## config.mk

```make
export PLATFORM = sky130hd
export DESIGN_NAME = wh_stream_splitter
export DESIGN_NICKNAME = d
export VERILOG_FILES = /design/src/wh_link_pkg.sv /design/src/wh_packet_pkg.sv /design/src/wh_counter_set_down.sv /design/src/wh_stream_control.sv /design/src/wh_fifo.sv /design/src/wh_hdr_assembler.sv /design/src/wh_stream_splitter.sv
export SDC_FILE = /design/constraint.sdc
export NUM_CORES = 1
export LEC_CHECK = 0
export ABC_AREA = 1
export BUFFER_PORTS_ARGS = -buffer_cell sky130_fd_sc_hd__buf_2
export CORE_AREA = 8 8 123 125
export DETAILED_ROUTE_END_ITERATION = 8
export DIE_AREA = 0 0 131 133
export PLACE_DENSITY = 0.74
export SKIP_CTS_REPAIR_TIMING = 1
export SYNTH_ARGS = -nofsm -noshare
export SYNTH_HDL_FRONTEND = slang
export SYNTH_SLANG_ARGS = --single-unit
```

## constraint.sdc

```tcl
create_clock -name clk_i -period 3 [get_ports clk_i]
set_clock_uncertainty 0.2 [all_clocks]
set_input_delay 0.3 -clock clk_i [delete_from_list [all_inputs] [get_ports clk_i]]
set_output_delay 0.3 -clock clk_i [all_outputs]
set_load 0.02 [all_outputs]
```

## src/wh_link_pkg.sv

```systemverilog
`default_nettype none

// link level view of the receive port
package wh_link_pkg;

  // one flit as it travels on the wormhole link
  localparam int flit_width_lp = 16;

  typedef logic [flit_width_lp-1:0] flit_t;

  // credits held by the upstream right after reset
  // the input buffer is sized to match, so a credit is a free slot
  localparam int link_credits_lp = 4;

endpackage

`default_nettype wire

```

## src/wh_packet_pkg.sv

```systemverilog
`default_nettype none

// packet format carried over the link
package wh_packet_pkg;

  // length field, number of flits minus one, header flits included
  localparam int len_width_lp = 4;

  // destination nibble sits right above the length
  localparam int dest_width_lp = 4;

  // tag is the rest of the first flit plus the whole second flit
  localparam int tag_width_lp = 24;

  // header is always two flits long
  localparam int hdr_len_lp = 2;

  // finished headers waiting for the local consumer
  localparam int hdr_queue_els_lp = 2;

  // len in the low bits so it lines up with the low nibble of flit 0
  typedef struct packed {
    logic [tag_width_lp-1:0]  tag;
    logic [dest_width_lp-1:0] dest;
    logic [len_width_lp-1:0]  len;
  } hdr_t;

endpackage

`default_nettype wire

```

## src/wh_counter_set_down.sv

```systemverilog
`timescale 1ns/1ps
`default_nettype none

module wh_counter_set_down (
  input  logic                                  clk_i,
  input  logic                                  reset_i,
  input  logic                                  set_i,
  input  logic [wh_packet_pkg::len_width_lp-1:0] val_i,
  input  logic                                  down_i,
  output logic [wh_packet_pkg::len_width_lp-1:0] count_r_o
);

  import wh_packet_pkg::*;

  logic [len_width_lp-1:0] count_r;

  // set and down together loads one less, so the first flit of a
  // packet is already counted in the cycle it is loaded
  always_ff @(posedge clk_i) begin
    if (reset_i) begin
      count_r <= '0;
    end else if (set_i && down_i) begin
      count_r <= val_i - len_width_lp'(1);
    end else if (set_i) begin
      count_r <= val_i;
    end else if (down_i) begin
      count_r <= count_r - len_width_lp'(1);
    end
  end

  assign count_r_o = count_r;

endmodule

`default_nettype wire

```

## src/wh_stream_control.sv

```systemverilog
`timescale 1ns/1ps
`default_nettype none

module wh_stream_control (
  input  logic                                  clk_i,
  input  logic                                  reset_i,
  input  logic [wh_packet_pkg::len_width_lp-1:0] len_i,
  input  logic                                  link_accept_i,
  output logic                                  is_hdr_o,
  output logic                                  is_data_o,
  output logic                                  hdr_last_o
);

  import wh_packet_pkg::*;

  typedef enum logic {
    e_hdr,
    e_data
  } state_e;

  state_e state_r, state_n;

  logic is_hdr;
  logic is_data;

  // remaining flits, a count of one means the current flit is the last
  logic [len_width_lp-1:0] hdr_cnt;
  logic [len_width_lp-1:0] data_cnt;
  logic [len_width_lp-1:0] data_len;

  logic hdr_last;
  logic data_last;
  logic hdr_done;
  logic data_done;
  logic set_cnt;
  logic hdr_to_data;
  logic data_to_hdr;

  assign is_hdr  = (state_r == e_hdr);
  assign is_data = (state_r == e_data);

  // len counts flits minus one, add the one back and drop the header
  assign data_len = len_i - len_width_lp'(hdr_len_lp) + len_width_lp'(1);

  assign hdr_last  = (hdr_cnt == len_width_lp'(1));
  assign data_last = (data_cnt == len_width_lp'(1));
  assign hdr_done  = (hdr_cnt == '0);
  assign data_done = (data_cnt == '0);

  // first header flit of a packet, len_i is only valid here
  assign set_cnt = is_hdr & hdr_done & link_accept_i;

  wh_counter_set_down hdr_counter_i (
    .clk_i    (clk_i),
    .reset_i  (reset_i),
    .set_i    (set_cnt),
    .val_i    (len_width_lp'(hdr_len_lp)),
    .down_i   (is_hdr & link_accept_i),
    .count_r_o(hdr_cnt)
  );

  // loaded alongside the header counter, only counts in the data state
  wh_counter_set_down data_counter_i (
    .clk_i    (clk_i),
    .reset_i  (reset_i),
    .set_i    (set_cnt),
    .val_i    (data_len),
    .down_i   (is_data & link_accept_i),
    .count_r_o(data_cnt)
  );

  // data count was registered on the first header flit
  // a header-only packet stays in the header state
  assign hdr_to_data = link_accept_i & is_hdr & hdr_last & ~data_done;
  assign data_to_hdr = link_accept_i & is_data & data_last;

  always_comb begin
    case (state_r)
      e_hdr:   state_n = hdr_to_data ? e_data : e_hdr;
      e_data:  state_n = data_to_hdr ? e_hdr : e_data;
      default: state_n = e_hdr;
    endcase
  end

  always_ff @(posedge clk_i) begin
    if (reset_i) begin
      state_r <= e_hdr;
    end else begin
      state_r <= state_n;
    end
  end

  assign is_hdr_o   = is_hdr;
  assign is_data_o  = is_data;
  // push strobe for the assembler, qualified there by the shift
  assign hdr_last_o = is_hdr & hdr_last;

endmodule

`default_nettype wire

```

## src/wh_fifo.sv

```systemverilog
`timescale 1ns/1ps
`default_nettype none

module wh_fifo #(
  parameter type payload_t = logic,
  parameter int  els_p     = 4
) (
  input  logic     clk_i,
  input  logic     reset_i,
  input  logic     v_i,
  input  payload_t data_i,
  output logic     ready_o,
  output logic     v_o,
  output payload_t data_o,
  input  logic     yumi_i
);

  payload_t mem_r [els_p];

  logic [$clog2(els_p)-1:0] wr_ptr_r;
  logic [$clog2(els_p)-1:0] rd_ptr_r;
  logic [$clog2(els_p+1)-1:0] count_r;

  logic full;
  logic enq;
  logic deq;

  assign full = (count_r == $bits(count_r)'(els_p));
  assign v_o  = (count_r != '0);

  // head is read straight from storage, no output register
  assign data_o = mem_r[rd_ptr_r];

  assign deq = v_o & yumi_i;
  // a full buffer still takes a new entry when the head leaves
  assign ready_o = ~full | deq;
  assign enq     = v_i & ready_o;

  // new entry lands in the tail slot
  always_ff @(posedge clk_i) begin
    if (enq) begin
      mem_r[wr_ptr_r] <= data_i;
    end
  end

  always_ff @(posedge clk_i) begin
    if (reset_i) begin
      wr_ptr_r <= '0;
      rd_ptr_r <= '0;
    end else begin
      // wrap explicitly, depth need not be a power of two
      if (enq) begin
        wr_ptr_r <= (wr_ptr_r == $bits(wr_ptr_r)'(els_p - 1)) ? '0 : wr_ptr_r + 1'b1;
      end
      if (deq) begin
        rd_ptr_r <= (rd_ptr_r == $bits(rd_ptr_r)'(els_p - 1)) ? '0 : rd_ptr_r + 1'b1;
      end
    end
  end

  always_ff @(posedge clk_i) begin
    if (reset_i) begin
      count_r <= '0;
    end else begin
      case ({enq, deq})
        2'b10:   count_r <= count_r + 1'b1;
        2'b01:   count_r <= count_r - 1'b1;
        default: count_r <= count_r;
      endcase
    end
  end

endmodule

`default_nettype wire

```

## src/wh_hdr_assembler.sv

```systemverilog
`timescale 1ns/1ps
`default_nettype none

module wh_hdr_assembler (
  input  logic                 clk_i,
  input  logic                 reset_i,
  input  wh_link_pkg::flit_t   flit_i,
  input  logic                 shift_i,
  input  logic                 last_i,
  output logic                 hdr_ready_o,
  output logic                 hdr_v_o,
  output wh_packet_pkg::hdr_t  hdr_o,
  input  logic                 queue_ready_i
);

  import wh_link_pkg::*;
  import wh_packet_pkg::*;

  // first header flit waits here until the second one shows up
  flit_t flit_r;
  logic  held_v_r;

  always_ff @(posedge clk_i) begin
    if (shift_i && !last_i) begin
      flit_r <= flit_i;
    end
  end

  // tracks whether flit_r holds the front half of a header
  always_ff @(posedge clk_i) begin
    if (reset_i) begin
      held_v_r <= 1'b0;
    end else if (shift_i) begin
      held_v_r <= ~last_i;
    end
  end

  // nothing finished is kept here, so back-pressure comes from the queue
  assign hdr_ready_o = queue_ready_i;

  // header goes into the queue in the same cycle its last flit arrives
  assign hdr_v_o = shift_i & last_i & held_v_r;

  // len and dest from the low byte of flit 0
  assign hdr_o.len  = flit_r[len_width_lp-1:0];
  assign hdr_o.dest = flit_r[len_width_lp+:dest_width_lp];
  // tag is the upper byte of flit 0 followed by all of flit 1
  assign hdr_o.tag  = {flit_r[flit_width_lp-1:len_width_lp+dest_width_lp], flit_i};

endmodule

`default_nettype wire

```

## src/wh_stream_splitter.sv

```systemverilog
`timescale 1ns/1ps
`default_nettype none

module wh_stream_splitter (
  input  logic                clk_i,
  input  logic                reset_i,
  input  logic                link_v_i,
  input  wh_link_pkg::flit_t  link_data_i,
  output logic                link_credit_o,
  output logic                hdr_v_o,
  output wh_packet_pkg::hdr_t hdr_o,
  input  logic                hdr_ready_i,
  output logic                data_v_o,
  output wh_link_pkg::flit_t  data_o,
  input  logic                data_ready_i
);

  import wh_link_pkg::*;
  import wh_packet_pkg::*;

  // head of the input buffer
  logic  in_v;
  flit_t in_flit;
  logic  in_ready;
  logic  link_push;

  logic is_hdr;
  logic is_data;
  logic hdr_last;
  logic link_accept;

  // assembler to header queue
  logic asm_ready;
  logic asm_hdr_v;
  hdr_t asm_hdr;
  logic hq_ready;

  // the upstream only sends against a credit, so the buffer always has room
  assign link_push = link_v_i & in_ready;

  wh_fifo #(
    .payload_t(flit_t),
    .els_p    (link_credits_lp)
  ) in_fifo_i (
    .clk_i  (clk_i),
    .reset_i(reset_i),
    .v_i    (link_push),
    .data_i (link_data_i),
    .ready_o(in_ready),
    .v_o    (in_v),
    .data_o (in_flit),
    .yumi_i (link_accept)
  );

  wh_stream_control stream_control_i (
    .clk_i        (clk_i),
    .reset_i      (reset_i),
    .len_i        (in_flit[len_width_lp-1:0]),
    .link_accept_i(link_accept),
    .is_hdr_o     (is_hdr),
    .is_data_o    (is_data),
    .hdr_last_o   (hdr_last)
  );

  // head leaves when whichever side it is steered to can take it
  assign link_accept = in_v & ((is_hdr & asm_ready) | (is_data & data_ready_i));

  // one credit back per flit removed from the buffer
  assign link_credit_o = link_accept;

  // data flits go straight out from the buffer head
  assign data_v_o = in_v & is_data;
  assign data_o   = in_flit;

  wh_hdr_assembler hdr_assembler_i (
    .clk_i        (clk_i),
    .reset_i      (reset_i),
    .flit_i       (in_flit),
    .shift_i      (link_accept & is_hdr),
    .last_i       (hdr_last),
    .hdr_ready_o  (asm_ready),
    .hdr_v_o      (asm_hdr_v),
    .hdr_o        (asm_hdr),
    .queue_ready_i(hq_ready)
  );

  wh_fifo #(
    .payload_t(hdr_t),
    .els_p    (hdr_queue_els_lp)
  ) hdr_queue_i (
    .clk_i  (clk_i),
    .reset_i(reset_i),
    .v_i    (asm_hdr_v),
    .data_i (asm_hdr),
    .ready_o(hq_ready),
    .v_o    (hdr_v_o),
    .data_o (hdr_o),
    .yumi_i (hdr_v_o & hdr_ready_i)
  );

endmodule

`default_nettype wire

```

==> results.cfg <==
[timing]
final-setup-viol-count = 0
tightest_slew_ns = 0.6593
hold_viol_final = 0
final.period_utilization_pct = 90.49
final_critical_path_setup_slack_ns = 0.2852
hold_slack_ns = 0.05124
grt_setup_unrepaired = false
max_clock_freq_mhz = 368.3
report.final.slew_viol_count = 0
relSlewSlack_pct = 55.98
finalWorstPathRequiredPeriod_ns = 2.715
setup_total_negative_slack_ns = 0

[die]
die-width_microns = 131
floorplan.core_area_sq_um = 13090
io-pin-count = 72
starting_utilization_of_the_core_area_pct = 51.25
dieArea_sq_um = 17420
num_rows = 42
die_y_microns = 133

[pwr]
report.power.total_mw = 7.541
power_report.internal_total_mw = 5.016
seqPwrFrac_pct = 43.5
power.switching_fraction_pct = 33.49
share_comb_of_total_power_pct = 28.9
power.switching_mw = 2.525
p_clk_share_pct = 27.6
power_density_nw_per_um2 = 952.8
peakVddDrop_uv = 386.9
leakagePower_nw = 3.003

[cells_and_area]
post_layout_utilization_of_the_core_pct = 60.49
post_layout_nonfiller_instances = 767
finalNetCount = 614
num_antenna_cells = 0
fillCellCount = 964
most_used_cells_in_the_layout_excluding_fill_and_tap_cells = 144 x edfxtp_1, 71 x buf_2, 47 x nand2_1
area_growth_pct = 18.02
layout-drive-gt1-share_pct = 27.24
final_design_area_no_fill_sq_um = 7915
mostFrequentLayoutCell = edfxtp_1

[drt]
dr.pass1.iters = 5
routed_via_density = 5.043
detailedRoute.firstIterationViolations = 322
detailroute.via_count = 3868
drcViolationCount = 0
route.final.wire_length_microns = 11980
avgRoutedWirePerCell_microns = 15.62
drtAntennaViolNets = 0

[grt]
grt_overflow_total = 0
antenna_violations_before_repair = 0
first_global_vias = 3807
grt_max_degree = 34
grt_first_pass_wirelength_microns = 18580
grt_usage_pct = 14.13

[worst_hold_path]
min-delay-path-class = input port to flop
holdPathStages = 4

[clocking]
cts-root-buf = clkbuf_16
clockBufferDepth = 2
path_clk_slew_ns = 0.06
cts_buffers = 17
cts.sink_count = 168
tritoncts = yes
worstSkewPairLatency_ns = 0.41
cts-htree-levels = 4

[synth]
synthCells = 492
synthesis.nets = 527
synth.ff_latch_count = 168
total_number_of_yosys_warnings = 0
synth_seq_area_share_pct = 71.64
post_synth.cell_area_avg_sq_um = 13.63
synthDistinctLibCells = 30
synthesis.area_sq_um = 6706

[critical_path]
cp_endpoint_kind = output pin
max_stage_delay_ns = 0.74
cp.arrival_ns = 2.21
crit_path_start_kind = flop
worst_path_max_delay_cell = dfxtp_1
ff2ff_path_depth = 12
max_fanout_on_critical_path = 18
worst_ep_required_time_ns = 2.50
setup.worst_path.class = flop to output pin
rrSetupSlack_ns = 0.46
crit_path_cell_trace = buf_4 -> o21ai_0 -> o22ai_1 -> buf_2

[run_status]
outcome = completed

[place]
finalWeightedCongestion = 0.7793
dp_hpwl_microns = 7791
placement.io_buffers = 71
numPlacedInstances = 718
placed_area_sq_um = 7159
preCtsSetupSlack_ns = 0.4569

[job]
maxCapViolations = 0
state kept, by name (all words and copies together), names as in the netlist, named ones only:
register                                   cells
hdr_queue_i.wr_ptr_r                           1
in_fifo_i.count_r                              3
stream_control_i.hdr_counter_i.count_r_o       4
hdr_queue_i.mem_r                             64
in_fifo_i.rd_ptr_r                             2
hdr_assembler_i.held_v_r                       1
stream_control_i.is_data_o                     1
in_fifo_i.mem_r                               64
in_fifo_i.wr_ptr_r                             2
stream_control_i.data_counter_i.count_r_o      4
hdr_queue_i.rd_ptr_r                           1
hdr_queue_i.count_r                            2
hdr_assembler_i.flit_r                        16
Yosys cell counts, drive strengths merged:
library cell,count,area (sq um)
a21oi,18,90.09
nand2,54,220.2
o211a,1,10.01
nor3,2,10.01
or2,1,6.260
inv,41,153.9
mux2,32,360.3
ha,13,162.7
buf,28,197.7
edfxtp,144,4324
xnor2,1,8.760
o22ai,12,75.07
dfxtp,24,480.5
o31ai,1,7.510
o21ai,38,190.2
fa,1,20.02
nand4,3,25.02
nand3,27,160.2
nor2,47,188.9
clkbuf,4,15.01
power by group through the flow:
stage / Combinational [mW] / Sequential, mW / Clock, mW
2_1_floorplan: 1.73 / 3.28 / 0
3_3_place_gp: 2.10 / 3.30 / 0
3_5_place_dp: 2.18 / 3.32 / 0
4_1_cts: 2.19 / 3.28 / 2.12
5_1_grt: 2.41 / 3.31 / 2.21
6_report: 2.18 / 3.28 / 2.08
worst max-delay path, delay by kind of cell, from the launching register on:
family                 cells  cell delay, ns
AOI/OAI and AO/OA          2            0.47
DFF                        1            0.74
buffers and inverters      2            0.58
area by class of cell:
cell class                      instances  area [sq um]  share of cell area [%]
Clock inverter                         13         143.9                   1.818
Sequential cell                       168          4805                   60.70
Tap cell                              176         220.2                   2.782
Timing Repair Buffer                  100         618.1                   7.809
Clock buffer                           18         429.2                   5.422
Inverter                               41         156.4                   1.976
Multi-Input combinational cell        251          1543                   19.49
worst paths after layout:
path	end	from
hold reg to reg	hdr_queue_i.mem_r[1][25]	hdr_assembler_i.flit_r[9]
setup / recovery	data_o[9]	flop
setup reg to reg	in_fifo_i.count_r[2]	in_fifo_i.count_r[1]
hold / removal	flop	hdr_ready_i
layer usage:
metal | global-route usage [%] | vias up | share of wire [%]
met3 | 5.665 | 10 | 5.9
li1 | - | 1900 | -
met5 | 0 | - | 0
met2 | 23.31 | 100 | 51
met4 | 6.956 | 0 | 1.4
met1 | 15.34 | 1858 | 42
cells by family after synthesis:
group                      synth area share [%]
xor gates and xnor gates                 0.1306
buffers and inverters                     5.466
DFF                                       71.64
adders and majority gates                 2.724
and+or+nand+nor                           9.105
muxes                                     5.373
AOI/OAI and AO/OA                         5.560
Note: power is estimated with default switching activity, not from simulation.
